[config.mk]
export PLATFORM = sky130hd
export DESIGN_NAME = cr_mem
export DESIGN_NICKNAME = d
export VERILOG_FILES = /design/src/logic/cr_pkg.sv /design/src/logic/cr_access_if.sv /design/src/logic/cr_rw_if.sv /design/src/logic/cr_ro_if.sv /design/src/logic/cr_rw_regs.sv /design/src/logic/cr_thread_sampler.sv /design/src/logic/cr_read_mux.sv /design/src/logic/cr_mem.sv
export SDC_FILE = /design/constraint.sdc
export NUM_CORES = 2
export LEC_CHECK = 0
export BUFFER_PORTS_ARGS = -buffer_cell sky130_fd_sc_hd__buf_2
export CAP_MARGIN = 25
export CORE_AREA = 2 2 273 275
export DETAILED_ROUTE_END_ITERATION = 10
export DIE_AREA = 0 0 275 277
export HOLD_SLACK_MARGIN = 0.03
export PLACE_DENSITY = 0.72
export SYNTH_ARGS = -nofsm -noshare
export SYNTH_HDL_FRONTEND = slang
export SYNTH_SLANG_ARGS = --single-unit
[constraint.sdc]
create_clock -name qclk -period 2.06 [get_ports qclk]
set_clock_uncertainty 0.1 [all_clocks]
set_input_delay 0.618 -clock qclk [delete_from_list [all_inputs] [get_ports qclk]]
set_output_delay 0.618 -clock qclk [all_outputs]
set_load 0.02 [all_outputs]
[src/logic/cr_pkg.sv]
`default_nettype none

package cr_pkg;

    // ==================================================
    // Sizes
    // ==================================================
    localparam int CR_DATA_W     = 32;
    localparam int CR_ADDR_W     = 8;
    localparam int NUM_THREADS   = 4;
    localparam int THREAD_IDX_W  = 2;
    localparam int CORE_ID_W     = 8;
    localparam int NUM_SCRATCH   = 4;
    localparam int SCRATCH_IDX_W = 2;
    localparam int CR_KIND_W     = 3;
    localparam int CR_TAG_W      = CR_ADDR_W - CR_KIND_W - THREAD_IDX_W;

    localparam int NUM_PORTS     = 2;
    localparam int PORT_CORE     = 0;
    localparam int PORT_RING     = 1;   // Wins when both ports write one register

    // ==================================================
    // Global register addresses
    // ==================================================
    localparam logic [CR_ADDR_W-1:0] CR_WHO_AM_I           = 8'h00;
    localparam logic [CR_ADDR_W-1:0] CR_THREAD_ID          = 8'h01;
    localparam logic [CR_ADDR_W-1:0] CR_CORE_ID            = 8'h02;
    localparam logic [CR_ADDR_W-1:0] CR_STACK_BASE_OFFSET  = 8'h03;  // Current thread view
    localparam logic [CR_ADDR_W-1:0] CR_TLS_BASE_OFFSET    = 8'h04;  // Current thread view
    localparam logic [CR_ADDR_W-1:0] CR_SHARED_BASE_OFFSET = 8'h05;
    localparam logic [CR_ADDR_W-1:0] CR_SCRATCHPAD_BASE    = 8'h10;  // Four words, aligned

    // ==================================================
    // Per-thread register space
    // ==================================================
    localparam logic [CR_TAG_W-1:0]  PER_THREAD_TAG = 3'b100;        // 0x80..0x9f

    localparam logic [CR_KIND_W-1:0] KIND_PC_RST    = 3'd0;
    localparam logic [CR_KIND_W-1:0] KIND_PC_EN     = 3'd1;
    localparam logic [CR_KIND_W-1:0] KIND_STK_OFST  = 3'd2;
    localparam logic [CR_KIND_W-1:0] KIND_TLS_OFST  = 3'd3;
    localparam logic [CR_KIND_W-1:0] KIND_PC        = 3'd4;          // Read only

    // Default stack offsets, thread 3 down to thread 0
    localparam logic [NUM_THREADS-1:0][CR_DATA_W-1:0] STK_OFFSET_RST = {
        32'h0000_4000,
        32'h0000_3000,
        32'h0000_2000,
        32'h0000_1000
    };

    localparam logic [CR_DATA_W-1:0] SHARED_OFFSET_RST = 32'h0000_8000;

    // Raw view for global registers, field view for per-thread ones
    typedef union packed {
        logic [CR_ADDR_W-1:0] raw;
        struct packed {
            logic [CR_TAG_W-1:0]     tag;
            logic [CR_KIND_W-1:0]    kind;
            logic [THREAD_IDX_W-1:0] tidx;
        } pt;
    } cr_addr_u;

endpackage

`default_nettype wire

[src/logic/cr_access_if.sv]
`timescale 1ns/1ps
`default_nettype none

// One register access port, no handshake
interface cr_access_if
    import cr_pkg::*;
();

    cr_addr_u             addr;
    logic [CR_DATA_W-1:0] wr_data;
    logic                 wr_en;     // Accepted at every rising edge it is high
    logic                 rd_en;     // Data returns one cycle later

    modport writer_side (
        input addr,
        input wr_data,
        input wr_en
    );

    modport reader_side (
        input addr,
        input rd_en
    );

endinterface

`default_nettype wire

[src/logic/cr_rw_if.sv]
`timescale 1ns/1ps
`default_nettype none

// Software-writable register state
interface cr_rw_if
    import cr_pkg::*;
();

    logic [NUM_THREADS-1:0]                rst_pc;     // Before the all-PC-reset OR
    logic [NUM_THREADS-1:0]                en_pc;
    logic [NUM_THREADS-1:0][CR_DATA_W-1:0] stk_ofst;
    logic [NUM_THREADS-1:0][CR_DATA_W-1:0] tls_ofst;
    logic [NUM_SCRATCH-1:0][CR_DATA_W-1:0] scratch;
    logic [CR_DATA_W-1:0]                  shrd_ofst;

    modport driver (
        output rst_pc,
        output en_pc,
        output stk_ofst,
        output tls_ofst,
        output scratch,
        output shrd_ofst
    );

    modport reader (
        input rst_pc,
        input en_pc,
        input stk_ofst,
        input tls_ofst,
        input scratch,
        input shrd_ofst
    );

endinterface

`default_nettype wire

[src/logic/cr_ro_if.sv]
`timescale 1ns/1ps
`default_nettype none

// Hardware-sampled read-only state
interface cr_ro_if
    import cr_pkg::*;
();

    logic [THREAD_IDX_W-1:0]               thread_id;
    logic [CR_DATA_W-1:0]                  cur_stk_ofst;
    logic [CR_DATA_W-1:0]                  cur_tls_ofst;
    logic [NUM_THREADS-1:0][CR_DATA_W-1:0] pc;            // Last PC seen per thread
    logic [CORE_ID_W-1:0]                  core_id;

    modport driver (
        output thread_id,
        output cur_stk_ofst,
        output cur_tls_ofst,
        output pc,
        output core_id
    );

    modport reader (
        input thread_id,
        input cur_stk_ofst,
        input cur_tls_ofst,
        input pc,
        input core_id
    );

endinterface

`default_nettype wire

[src/logic/cr_rw_regs.sv]
`timescale 1ns/1ps
`default_nettype none

module cr_rw_regs
    import cr_pkg::*;
(
    input  logic              qclk,
    input  logic              rst_n,
    cr_access_if.writer_side  core_port,
    cr_access_if.writer_side  ring_port,
    cr_rw_if.driver           rw
);

    cr_addr_u               wr_addr [NUM_PORTS];
    logic [NUM_PORTS-1:0]   wr_en;
    logic [CR_DATA_W-1:0]   core_data;
    logic [CR_DATA_W-1:0]   ring_data;

    // Per-port write enables, one bit per register
    logic [NUM_THREADS-1:0] rst_pc_we  [NUM_PORTS];
    logic [NUM_THREADS-1:0] en_pc_we   [NUM_PORTS];
    logic [NUM_THREADS-1:0] stk_we     [NUM_PORTS];
    logic [NUM_THREADS-1:0] tls_we     [NUM_PORTS];
    logic [NUM_SCRATCH-1:0] scratch_we [NUM_PORTS];
    logic [NUM_PORTS-1:0]   shrd_we;

    assign wr_addr[PORT_CORE] = core_port.addr;
    assign wr_addr[PORT_RING] = ring_port.addr;
    assign wr_en[PORT_CORE]   = core_port.wr_en;
    assign wr_en[PORT_RING]   = ring_port.wr_en;
    assign core_data          = core_port.wr_data;
    assign ring_data          = ring_port.wr_data;

    // ==================================================
    // Write decode, same logic for both ports
    // ==================================================
    always_comb begin
        for (int p = 0; p < NUM_PORTS; p++) begin
            rst_pc_we[p]  = '0;
            en_pc_we[p]   = '0;
            stk_we[p]     = '0;
            tls_we[p]     = '0;
            scratch_we[p] = '0;
            shrd_we[p]    = 1'b0;
            if (wr_en[p]) begin
                if (wr_addr[p].pt.tag == PER_THREAD_TAG) begin
                    case (wr_addr[p].pt.kind)
                        KIND_PC_RST   : rst_pc_we[p][wr_addr[p].pt.tidx] = 1'b1;
                        KIND_PC_EN    : en_pc_we[p][wr_addr[p].pt.tidx]  = 1'b1;
                        KIND_STK_OFST : stk_we[p][wr_addr[p].pt.tidx]    = 1'b1;
                        KIND_TLS_OFST : tls_we[p][wr_addr[p].pt.tidx]    = 1'b1;
                        default       : ;                  // PC and unused kinds ignore writes
                    endcase
                end else if (wr_addr[p].raw == CR_SHARED_BASE_OFFSET) begin
                    shrd_we[p] = 1'b1;
                end else if (wr_addr[p].raw[CR_ADDR_W-1:SCRATCH_IDX_W] ==
                             CR_SCRATCHPAD_BASE[CR_ADDR_W-1:SCRATCH_IDX_W]) begin
                    scratch_we[p][wr_addr[p].raw[SCRATCH_IDX_W-1:0]] = 1'b1;
                end
            end
        end
    end

    // ==================================================
    // Register flops, ring data taken on its enable
    // ==================================================
    always_ff @(posedge qclk or negedge rst_n) begin
        if (!rst_n) begin
            rw.rst_pc    <= '0;
            rw.en_pc     <= '1;                            // Threads run out of reset
            rw.stk_ofst  <= STK_OFFSET_RST;
            rw.tls_ofst  <= STK_OFFSET_RST;                // Same default as the stack
            rw.scratch   <= '0;
            rw.shrd_ofst <= SHARED_OFFSET_RST;
        end else begin
            for (int t = 0; t < NUM_THREADS; t++) begin
                if (rst_pc_we[PORT_CORE][t] || rst_pc_we[PORT_RING][t]) begin
                    rw.rst_pc[t] <= rst_pc_we[PORT_RING][t] ? ring_data[0] : core_data[0];
                end
                if (en_pc_we[PORT_CORE][t] || en_pc_we[PORT_RING][t]) begin
                    rw.en_pc[t] <= en_pc_we[PORT_RING][t] ? ring_data[0] : core_data[0];
                end
                if (stk_we[PORT_CORE][t] || stk_we[PORT_RING][t]) begin
                    rw.stk_ofst[t] <= stk_we[PORT_RING][t] ? ring_data : core_data;
                end
                if (tls_we[PORT_CORE][t] || tls_we[PORT_RING][t]) begin
                    rw.tls_ofst[t] <= tls_we[PORT_RING][t] ? ring_data : core_data;
                end
            end
            for (int s = 0; s < NUM_SCRATCH; s++) begin
                if (scratch_we[PORT_CORE][s] || scratch_we[PORT_RING][s]) begin
                    rw.scratch[s] <= scratch_we[PORT_RING][s] ? ring_data : core_data;
                end
            end
            if (shrd_we[PORT_CORE] || shrd_we[PORT_RING]) begin
                rw.shrd_ofst <= shrd_we[PORT_RING] ? ring_data : core_data;
            end
        end
    end

endmodule

`default_nettype wire

[src/logic/cr_thread_sampler.sv]
`timescale 1ns/1ps
`default_nettype none

module cr_thread_sampler
    import cr_pkg::*;
(
    input  logic                   qclk,
    input  logic                   rst_n,
    input  logic [NUM_THREADS-1:0] thread,     // One-hot, running thread
    input  logic [CR_DATA_W-1:0]   pc,
    input  logic [CORE_ID_W-1:0]   core_id,    // Static strap
    cr_rw_if.reader                rw,
    cr_ro_if.driver                ro
);

    logic [NUM_THREADS-1:0]  thread_prev;
    logic [THREAD_IDX_W-1:0] thread_idx;

    // Thread one pipe stage earlier, so one-hot bit 3 becomes index 0
    assign thread_prev = {thread[NUM_THREADS-2:0], thread[NUM_THREADS-1]};

    always_comb begin
        thread_idx = '0;
        for (int t = 0; t < NUM_THREADS; t++) begin
            if (thread_prev[t]) begin
                thread_idx = THREAD_IDX_W'(t);
            end
        end
    end

    // ==================================================
    // Sampled every cycle
    // ==================================================
    always_ff @(posedge qclk or negedge rst_n) begin
        if (!rst_n) begin
            ro.thread_id    <= '0;
            ro.cur_stk_ofst <= '0;
            ro.cur_tls_ofst <= '0;
            ro.pc           <= '0;
            ro.core_id      <= '0;
        end else begin
            ro.thread_id          <= thread_idx;
            ro.cur_stk_ofst       <= rw.stk_ofst[thread_idx];
            ro.cur_tls_ofst       <= rw.tls_ofst[thread_idx];
            ro.pc[thread_idx]     <= pc;           // Other threads keep their last PC
            ro.core_id            <= core_id;      // Strap copy
        end
    end

endmodule

`default_nettype wire

[src/logic/cr_read_mux.sv]
`timescale 1ns/1ps
`default_nettype none

module cr_read_mux
    import cr_pkg::*;
(
    input  logic                 qclk,
    input  logic                 rst_n,
    cr_access_if.reader_side     core_port,
    cr_access_if.reader_side     ring_port,
    cr_rw_if.reader              rw,
    cr_ro_if.reader              ro,
    output logic [CR_DATA_W-1:0] core_rd_data,
    output logic [CR_DATA_W-1:0] ring_rd_data
);

    cr_addr_u             rd_addr [NUM_PORTS];
    logic [NUM_PORTS-1:0] rd_en;
    logic [CR_DATA_W-1:0] rd_next [NUM_PORTS];

    assign rd_addr[PORT_CORE] = core_port.addr;
    assign rd_addr[PORT_RING] = ring_port.addr;
    assign rd_en[PORT_CORE]   = core_port.rd_en;
    assign rd_en[PORT_RING]   = ring_port.rd_en;

    // ==================================================
    // Read decode, same logic for both ports
    // ==================================================
    always_comb begin
        for (int p = 0; p < NUM_PORTS; p++) begin
            rd_next[p] = '0;                       // Idle cycle or unknown address
            if (rd_en[p]) begin
                if (rd_addr[p].pt.tag == PER_THREAD_TAG) begin
                    case (rd_addr[p].pt.kind)
                        KIND_PC_RST   : rd_next[p] = CR_DATA_W'(rw.rst_pc[rd_addr[p].pt.tidx]);
                        KIND_PC_EN    : rd_next[p] = CR_DATA_W'(rw.en_pc[rd_addr[p].pt.tidx]);
                        KIND_STK_OFST : rd_next[p] = rw.stk_ofst[rd_addr[p].pt.tidx];
                        KIND_TLS_OFST : rd_next[p] = rw.tls_ofst[rd_addr[p].pt.tidx];
                        KIND_PC       : rd_next[p] = ro.pc[rd_addr[p].pt.tidx];
                        default       : rd_next[p] = '0;
                    endcase
                end else begin
                    case (rd_addr[p].raw)
                        CR_WHO_AM_I           : rd_next[p] =
                                                CR_DATA_W'({ro.core_id, ro.thread_id});
                        CR_THREAD_ID          : rd_next[p] = CR_DATA_W'(ro.thread_id);
                        CR_CORE_ID            : rd_next[p] = CR_DATA_W'(ro.core_id);
                        CR_STACK_BASE_OFFSET  : rd_next[p] = ro.cur_stk_ofst;
                        CR_TLS_BASE_OFFSET    : rd_next[p] = ro.cur_tls_ofst;
                        CR_SHARED_BASE_OFFSET : rd_next[p] = rw.shrd_ofst;
                        default : begin
                            if (rd_addr[p].raw[CR_ADDR_W-1:SCRATCH_IDX_W] ==
                                CR_SCRATCHPAD_BASE[CR_ADDR_W-1:SCRATCH_IDX_W]) begin
                                rd_next[p] = rw.scratch[rd_addr[p].raw[SCRATCH_IDX_W-1:0]];
                            end
                        end
                    endcase
                end
            end
        end
    end

    // ==================================================
    // Synchronous read, data held the next cycle
    // ==================================================
    always_ff @(posedge qclk or negedge rst_n) begin
        if (!rst_n) begin
            core_rd_data <= '0;
            ring_rd_data <= '0;
        end else begin
            core_rd_data <= rd_next[PORT_CORE];
            ring_rd_data <= rd_next[PORT_RING];
        end
    end

endmodule

`default_nettype wire

[src/logic/cr_mem.sv]
`timescale 1ns/1ps
`default_nettype none

module cr_mem
    import cr_pkg::*;
(
    input  logic                   qclk,
    input  logic                   rst_n,
    input  logic                   all_pc_reset,   // Forces every PC reset output
    input  logic [CORE_ID_W-1:0]   core_id,
    input  logic [NUM_THREADS-1:0] thread,         // One-hot
    input  logic [CR_DATA_W-1:0]   pc,

    // Core access port
    input  logic [CR_ADDR_W-1:0]   core_addr,
    input  logic [CR_DATA_W-1:0]   core_wr_data,
    input  logic                   core_wr_en,
    input  logic                   core_rd_en,
    output logic [CR_DATA_W-1:0]   core_rd_data,

    // Ring access port
    input  logic [CR_ADDR_W-1:0]   ring_addr,
    input  logic [CR_DATA_W-1:0]   ring_wr_data,
    input  logic                   ring_wr_en,
    input  logic                   ring_rd_en,
    output logic [CR_DATA_W-1:0]   ring_rd_data,

    output logic [NUM_THREADS-1:0] pc_rst,
    output logic [NUM_THREADS-1:0] pc_en
);

    cr_access_if core_port ();
    cr_access_if ring_port ();
    cr_rw_if     cr_rw ();
    cr_ro_if     cr_ro ();

    // ==================================================
    // Plain ports into the access interfaces
    // ==================================================
    assign core_port.addr    = core_addr;
    assign core_port.wr_data = core_wr_data;
    assign core_port.wr_en   = core_wr_en;
    assign core_port.rd_en   = core_rd_en;

    assign ring_port.addr    = ring_addr;
    assign ring_port.wr_data = ring_wr_data;
    assign ring_port.wr_en   = ring_wr_en;
    assign ring_port.rd_en   = ring_rd_en;

    cr_rw_regs u_rw_regs (
        .qclk      (qclk),
        .rst_n     (rst_n),
        .core_port (core_port),
        .ring_port (ring_port),
        .rw        (cr_rw)
    );

    cr_thread_sampler u_thread_sampler (
        .qclk    (qclk),
        .rst_n   (rst_n),
        .thread  (thread),
        .pc      (pc),
        .core_id (core_id),
        .rw      (cr_rw),
        .ro      (cr_ro)
    );

    cr_read_mux u_read_mux (
        .qclk         (qclk),
        .rst_n        (rst_n),
        .core_port    (core_port),
        .ring_port    (ring_port),
        .rw           (cr_rw),
        .ro           (cr_ro),
        .core_rd_data (core_rd_data),
        .ring_rd_data (ring_rd_data)
    );

    // PC controls out to the core
    assign pc_rst = cr_rw.rst_pc | {NUM_THREADS{all_pc_reset}};
    assign pc_en  = cr_rw.en_pc;

endmodule

`default_nettype wire

==> flow_results.xml <==
<?xml version="1.0" encoding="UTF-8"?>
<metrics>
  <group name="status">
    <metric name="run_status" unit="">finished with violations</metric>
    <metric name="violations" unit="">negative setup slack</metric>
  </group>
  <group name="synth">
    <metric name="synth_compound_area_frac" unit="">0.1184</metric>
    <metric name="synth_enable_flop_cells" unit="">0</metric>
    <metric name="yosys.area_share.xor_xnor" unit="">0</metric>
    <metric name="post_synth_and_or_nand_nor_area_fraction" unit="">0.09387</metric>
    <metric name="synth_area_per_cell" unit="um2">10.67</metric>
    <metric name="syn-num-nets" unit="">3878</metric>
    <metric name="synthArstFlopShare" unit="">1.000</metric>
    <metric name="synth.yosys.seq_area_share" unit="">0.4323</metric>
    <metric name="synth.yosys.warnings" unit="">0</metric>
    <metric name="synthesis.instances" unit="">3747</metric>
    <metric name="syn_area" unit="um2">39990</metric>
    <metric name="post_synth_mux_area_share" unit="">0.3160</metric>
    <metric name="synth.top_cells.by_area" unit="">dfrtp_1, mux4_2, mux2i_1</metric>
    <metric name="postSynth.topFlopCell" unit="">dfrtp_1</metric>
    <metric name="post_synth_num_cell_types" unit="">56</metric>
    <metric name="synth_top_area_share" unit="">0.4224</metric>
    <metric name="yosys.area_share.adder" unit="">0</metric>
    <metric name="synth.ff_latch_count" unit="">690</metric>
    <metric name="synth_top_family_by_area" unit="">multiplexers</metric>
    <metric name="synth_largest_area_cell" unit="">dfrtp_1</metric>
  </group>
  <group name="global_route">
    <metric name="grt_start_max_net_pins" unit="">87</metric>
    <metric name="grt_pass1_wl" unit="mm">221.0</metric>
    <metric name="grt_pass1_vias" unit="">34050</metric>
    <metric name="grt_antenna_before_repair" unit="">21</metric>
    <metric name="globalRoute.totalOverflow" unit="">0</metric>
    <metric name="track_usage" unit="">0.3908</metric>
  </group>
  <group name="flow_run">
    <metric name="maxCapViolCount" unit="">0</metric>
  </group>
  <group name="routing">
    <metric name="remaining_drc_errors" unit="">0</metric>
    <metric name="detail_route.wl_per_cell" unit="um">28.96</metric>
    <metric name="detailroute.via_count" unit="">34530</metric>
    <metric name="postRouteAntennaNets" unit="">0</metric>
    <metric name="dr.pass1.iters" unit="">8</metric>
    <metric name="wirelength" unit="mm">147.7</metric>
    <metric name="drt-vias-per-instance" unit="">6.768</metric>
    <metric name="initialDrtViolationCount" unit="">4665</metric>
  </group>
  <group name="floorplan">
    <metric name="effective_utilization_at_floorplan" unit="">0.5435</metric>
    <metric name="floorplan.die_area" unit="um2">76180</metric>
    <metric name="pin_count" unit="">203</metric>
    <metric name="core_region" unit="um2">73570</metric>
    <metric name="chipWidth" unit="um">275</metric>
    <metric name="chipHeight" unit="um">277</metric>
    <metric name="placementRows" unit="">100</metric>
  </group>
  <group name="clock_network">
    <metric name="cts_tree" unit="">built</metric>
    <metric name="cts_root_buf" unit="">clkbuf_16</metric>
    <metric name="cts_made_buffers" unit="">78</metric>
    <metric name="clock_sink_count" unit="">690</metric>
    <metric name="worst_skew_pair.late_latency" unit="ps">650</metric>
    <metric name="cts_buffer_depth" unit="">3</metric>
    <metric name="h_tree_depth_reported_by_cts" unit="">3</metric>
    <metric name="clock_transition_at_the_register_clock_pins_on_the_worst_setup_and_hold_paths_after_cts" unit="ps">60</metric>
  </group>
  <group name="final_layout">
    <metric name="final_net_count" unit="">4184</metric>
    <metric name="final.fill_count" unit="">5475</metric>
    <metric name="mostFrequentLayoutCells" unit="">dfrtp_1, mux2i_1, a21oi_1, nor2_1, nand2_1</metric>
    <metric name="drive_gt1_frac" unit="">0.2906</metric>
    <metric name="most_common_cell_after_layout_fill_and_taps_aside" unit="">dfrtp_1</metric>
    <metric name="area_growth" unit="%">22.04</metric>
    <metric name="postLayoutCoreUtil" unit="">0.6633</metric>
  </group>
  <group name="worst_setup_path">
    <metric name="startpoint_type" unit="">flop</metric>
    <metric name="setup.worst_path.class" unit="">flop to primary output</metric>
    <metric name="endpoint_kind_of_the_worst_setup_timing_path" unit="">primary output</metric>
    <metric name="timing.critical_path.required" unit="ps">1340</metric>
    <metric name="critical_path_fanouts_max" unit="">2</metric>
    <metric name="worstPathArrival" unit="ps">1400</metric>
  </group>
  <group name="placed_design">
    <metric name="routabilityCongestion" unit="">0.9936</metric>
    <metric name="place.detailed.hpwl" unit="mm">96.69</metric>
    <metric name="io_buffer_count" unit="">201</metric>
  </group>
  <group name="timing">
    <metric name="tightestPinTransition" unit="ps">617.6</metric>
    <metric name="rsz0062_at_grt" unit="">yes</metric>
    <metric name="report.final.hold_viol_count" unit="">0</metric>
    <metric name="worst_slew_margin_rel" unit="">0.5883</metric>
    <metric name="final_max_slew_viol_count" unit="">0</metric>
    <metric name="timing.final.crit_period" unit="ps">2114</metric>
    <metric name="setup_slack_of_the_critical_path_after_layout" unit="ps">-54.27</metric>
    <metric name="finalCritPeriodShare" unit="">1.026</metric>
    <metric name="setup_viol_count_final" unit="">5</metric>
    <metric name="max_clock_freq" unit="GHz">0.4730</metric>
  </group>
  <group name="power">
    <metric name="max-vdd-ir-drop" unit="mV">0.6452</metric>
    <metric name="leakagePower" unit="nW">23.87</metric>
    <metric name="pwr_density_cell" unit="nW/um2">777.4</metric>
    <metric name="report.power.total" unit="mW">37.94</metric>
  </group>
  <group name="min_path">
    <metric name="class_of_the_tightest_hold_or_removal_check" unit="">primary input to flop</metric>
  </group>
</metrics>
-- power breakdown --
group / internal, mW / leakage, nW / total [mW] / switching (mW)
Clock: 8.87 / 1.34 / 14.9 / 6.07
Sequential: 15.1 / 9.03 / 16.5 / 1.41
Combinational: 3.32 / 13.5 / 6.46 / 3.14
-- critical path, cell delays in order, from the launching register on --
cell     delay, ps
dfrtp_1        400
or2_4          240
buf_6          130
-- registers in the layout, summed over array words and instances, names as in the netlist, 8 cells and up --
signal	cells
u_thread_sampler.ro.pc	128
u_rw_regs.rw.shrd_ofst	32
u_read_mux.ring_rd_data	32
u_read_mux.core_rd_data	32
u_thread_sampler.ro.cur_tls_ofst	32
u_rw_regs.rw.tls_ofst	128
u_thread_sampler.ro.core_id	8
u_rw_regs.rw.stk_ofst	128
u_rw_regs.rw.scratch	128
u_thread_sampler.ro.cur_stk_ofst	32
-- path summary, 6_finish.rpt --
| check | startpoint | endpoint | slack [ps] | depth (start not counted) |
|---|---|---|---|---|
| max in group asynchronous | rst_n | u_rw_regs.rw.tls_ofst[12] | 660 | 3 |
| worst max-delay path | u_rw_regs.rw.rst_pc[2] | pc_rst[2] | -50 | 2 |
| worst min-delay path | pc[14] | u_thread_sampler.ro.pc[46] | 150 | 2 |
| min in group asynchronous | rst_n | u_rw_regs.rw.scratch[122] | 390 | 2 |
| worst min register to register | u_thread_sampler.ro.pc[121] | u_thread_sampler.ro.pc[121] | 420 | 1 |
| worst max register to register | u_rw_regs.rw.stk_ofst[73] | u_read_mux.core_rd_data[9] | 130 | 5 |
-- layer usage --
metal  routed length [um]  vias to the layer above  track usage
li1                     -                    14370            -
met1                54680                    16960       0.5370
met2                64310                     2585       0.5588
met3                20130                      603       0.1159
met4                 8564                        8       0.2093
met5                   45                        -            0
-- layout make-up --
| class | instances | area [um2] | share of cell area |
|---|---|---|---|
| clock buffers | 115 | 2322 | 0.04759 |
| multi-input cells | 2663 | 21460 | 0.4398 |
| clock inverters | 27 | 410.4 | 0.008410 |
| diodes | 17 | 42.54 | 0.0008718 |
| flip-flops and latches | 690 | 17290 | 0.3542 |
| inverters | 5 | 18.77 | 0.0003846 |
| repair buffers | 615 | 6045 | 0.1239 |
| well taps | 969 | 1212 | 0.02485 |
-- cell families after synthesis --
group / Yosys count
muxes: 927
and+or+nand+nor: 880
AOI/OAI and AO/OA: 856
DFF: 690
buffers and inverters: 394
-- cell usage after synthesis, types with 29 or more instances --
| cell | count |
|---|---|
| mux2_2 | 134 |
| nand3_1 | 62 |
| a21oi_1 | 488 |
| buf_1 | 34 |
| a22oi_1 | 74 |
| and3_1 | 45 |
| nand2_1 | 301 |
| o21ai_1 | 29 |
| dfrtp_1 | 675 |
| buf_2 | 78 |
| mux4_2 | 255 |
| nor2_1 | 404 |
| clkbuf_1 | 277 |
| o21ai_0 | 176 |
| mux2i_1 | 538 |
-- repair_timing --
action	CTS	global route
resized for setup	16	2
endpoints found under the setup margin	8	5
hold buffers	9	0
pin swaps	4	0
endpoints found under the hold margin	13	0
gates cloned	0	0
buffers inserted	8	2
-- through the flow --
step	setup slack, ps	area [um2]	hold WS, ps	TNS [ps]	cells
after floorplan	-343.2	40820	222.4	-122590	3747
after global placement	-529.9	45800	401.3	-168180	4923
after detailed placement	-511.6	45800	412.4	-178330	4923
after CTS	-72.59	48730	126.4	-217.0	5082
after global routing	-81.52	48780	151.7	-229.9	5094
final	-54.27	48800	150.0	-147.1	5101
(Power assumes the default switching activity.)
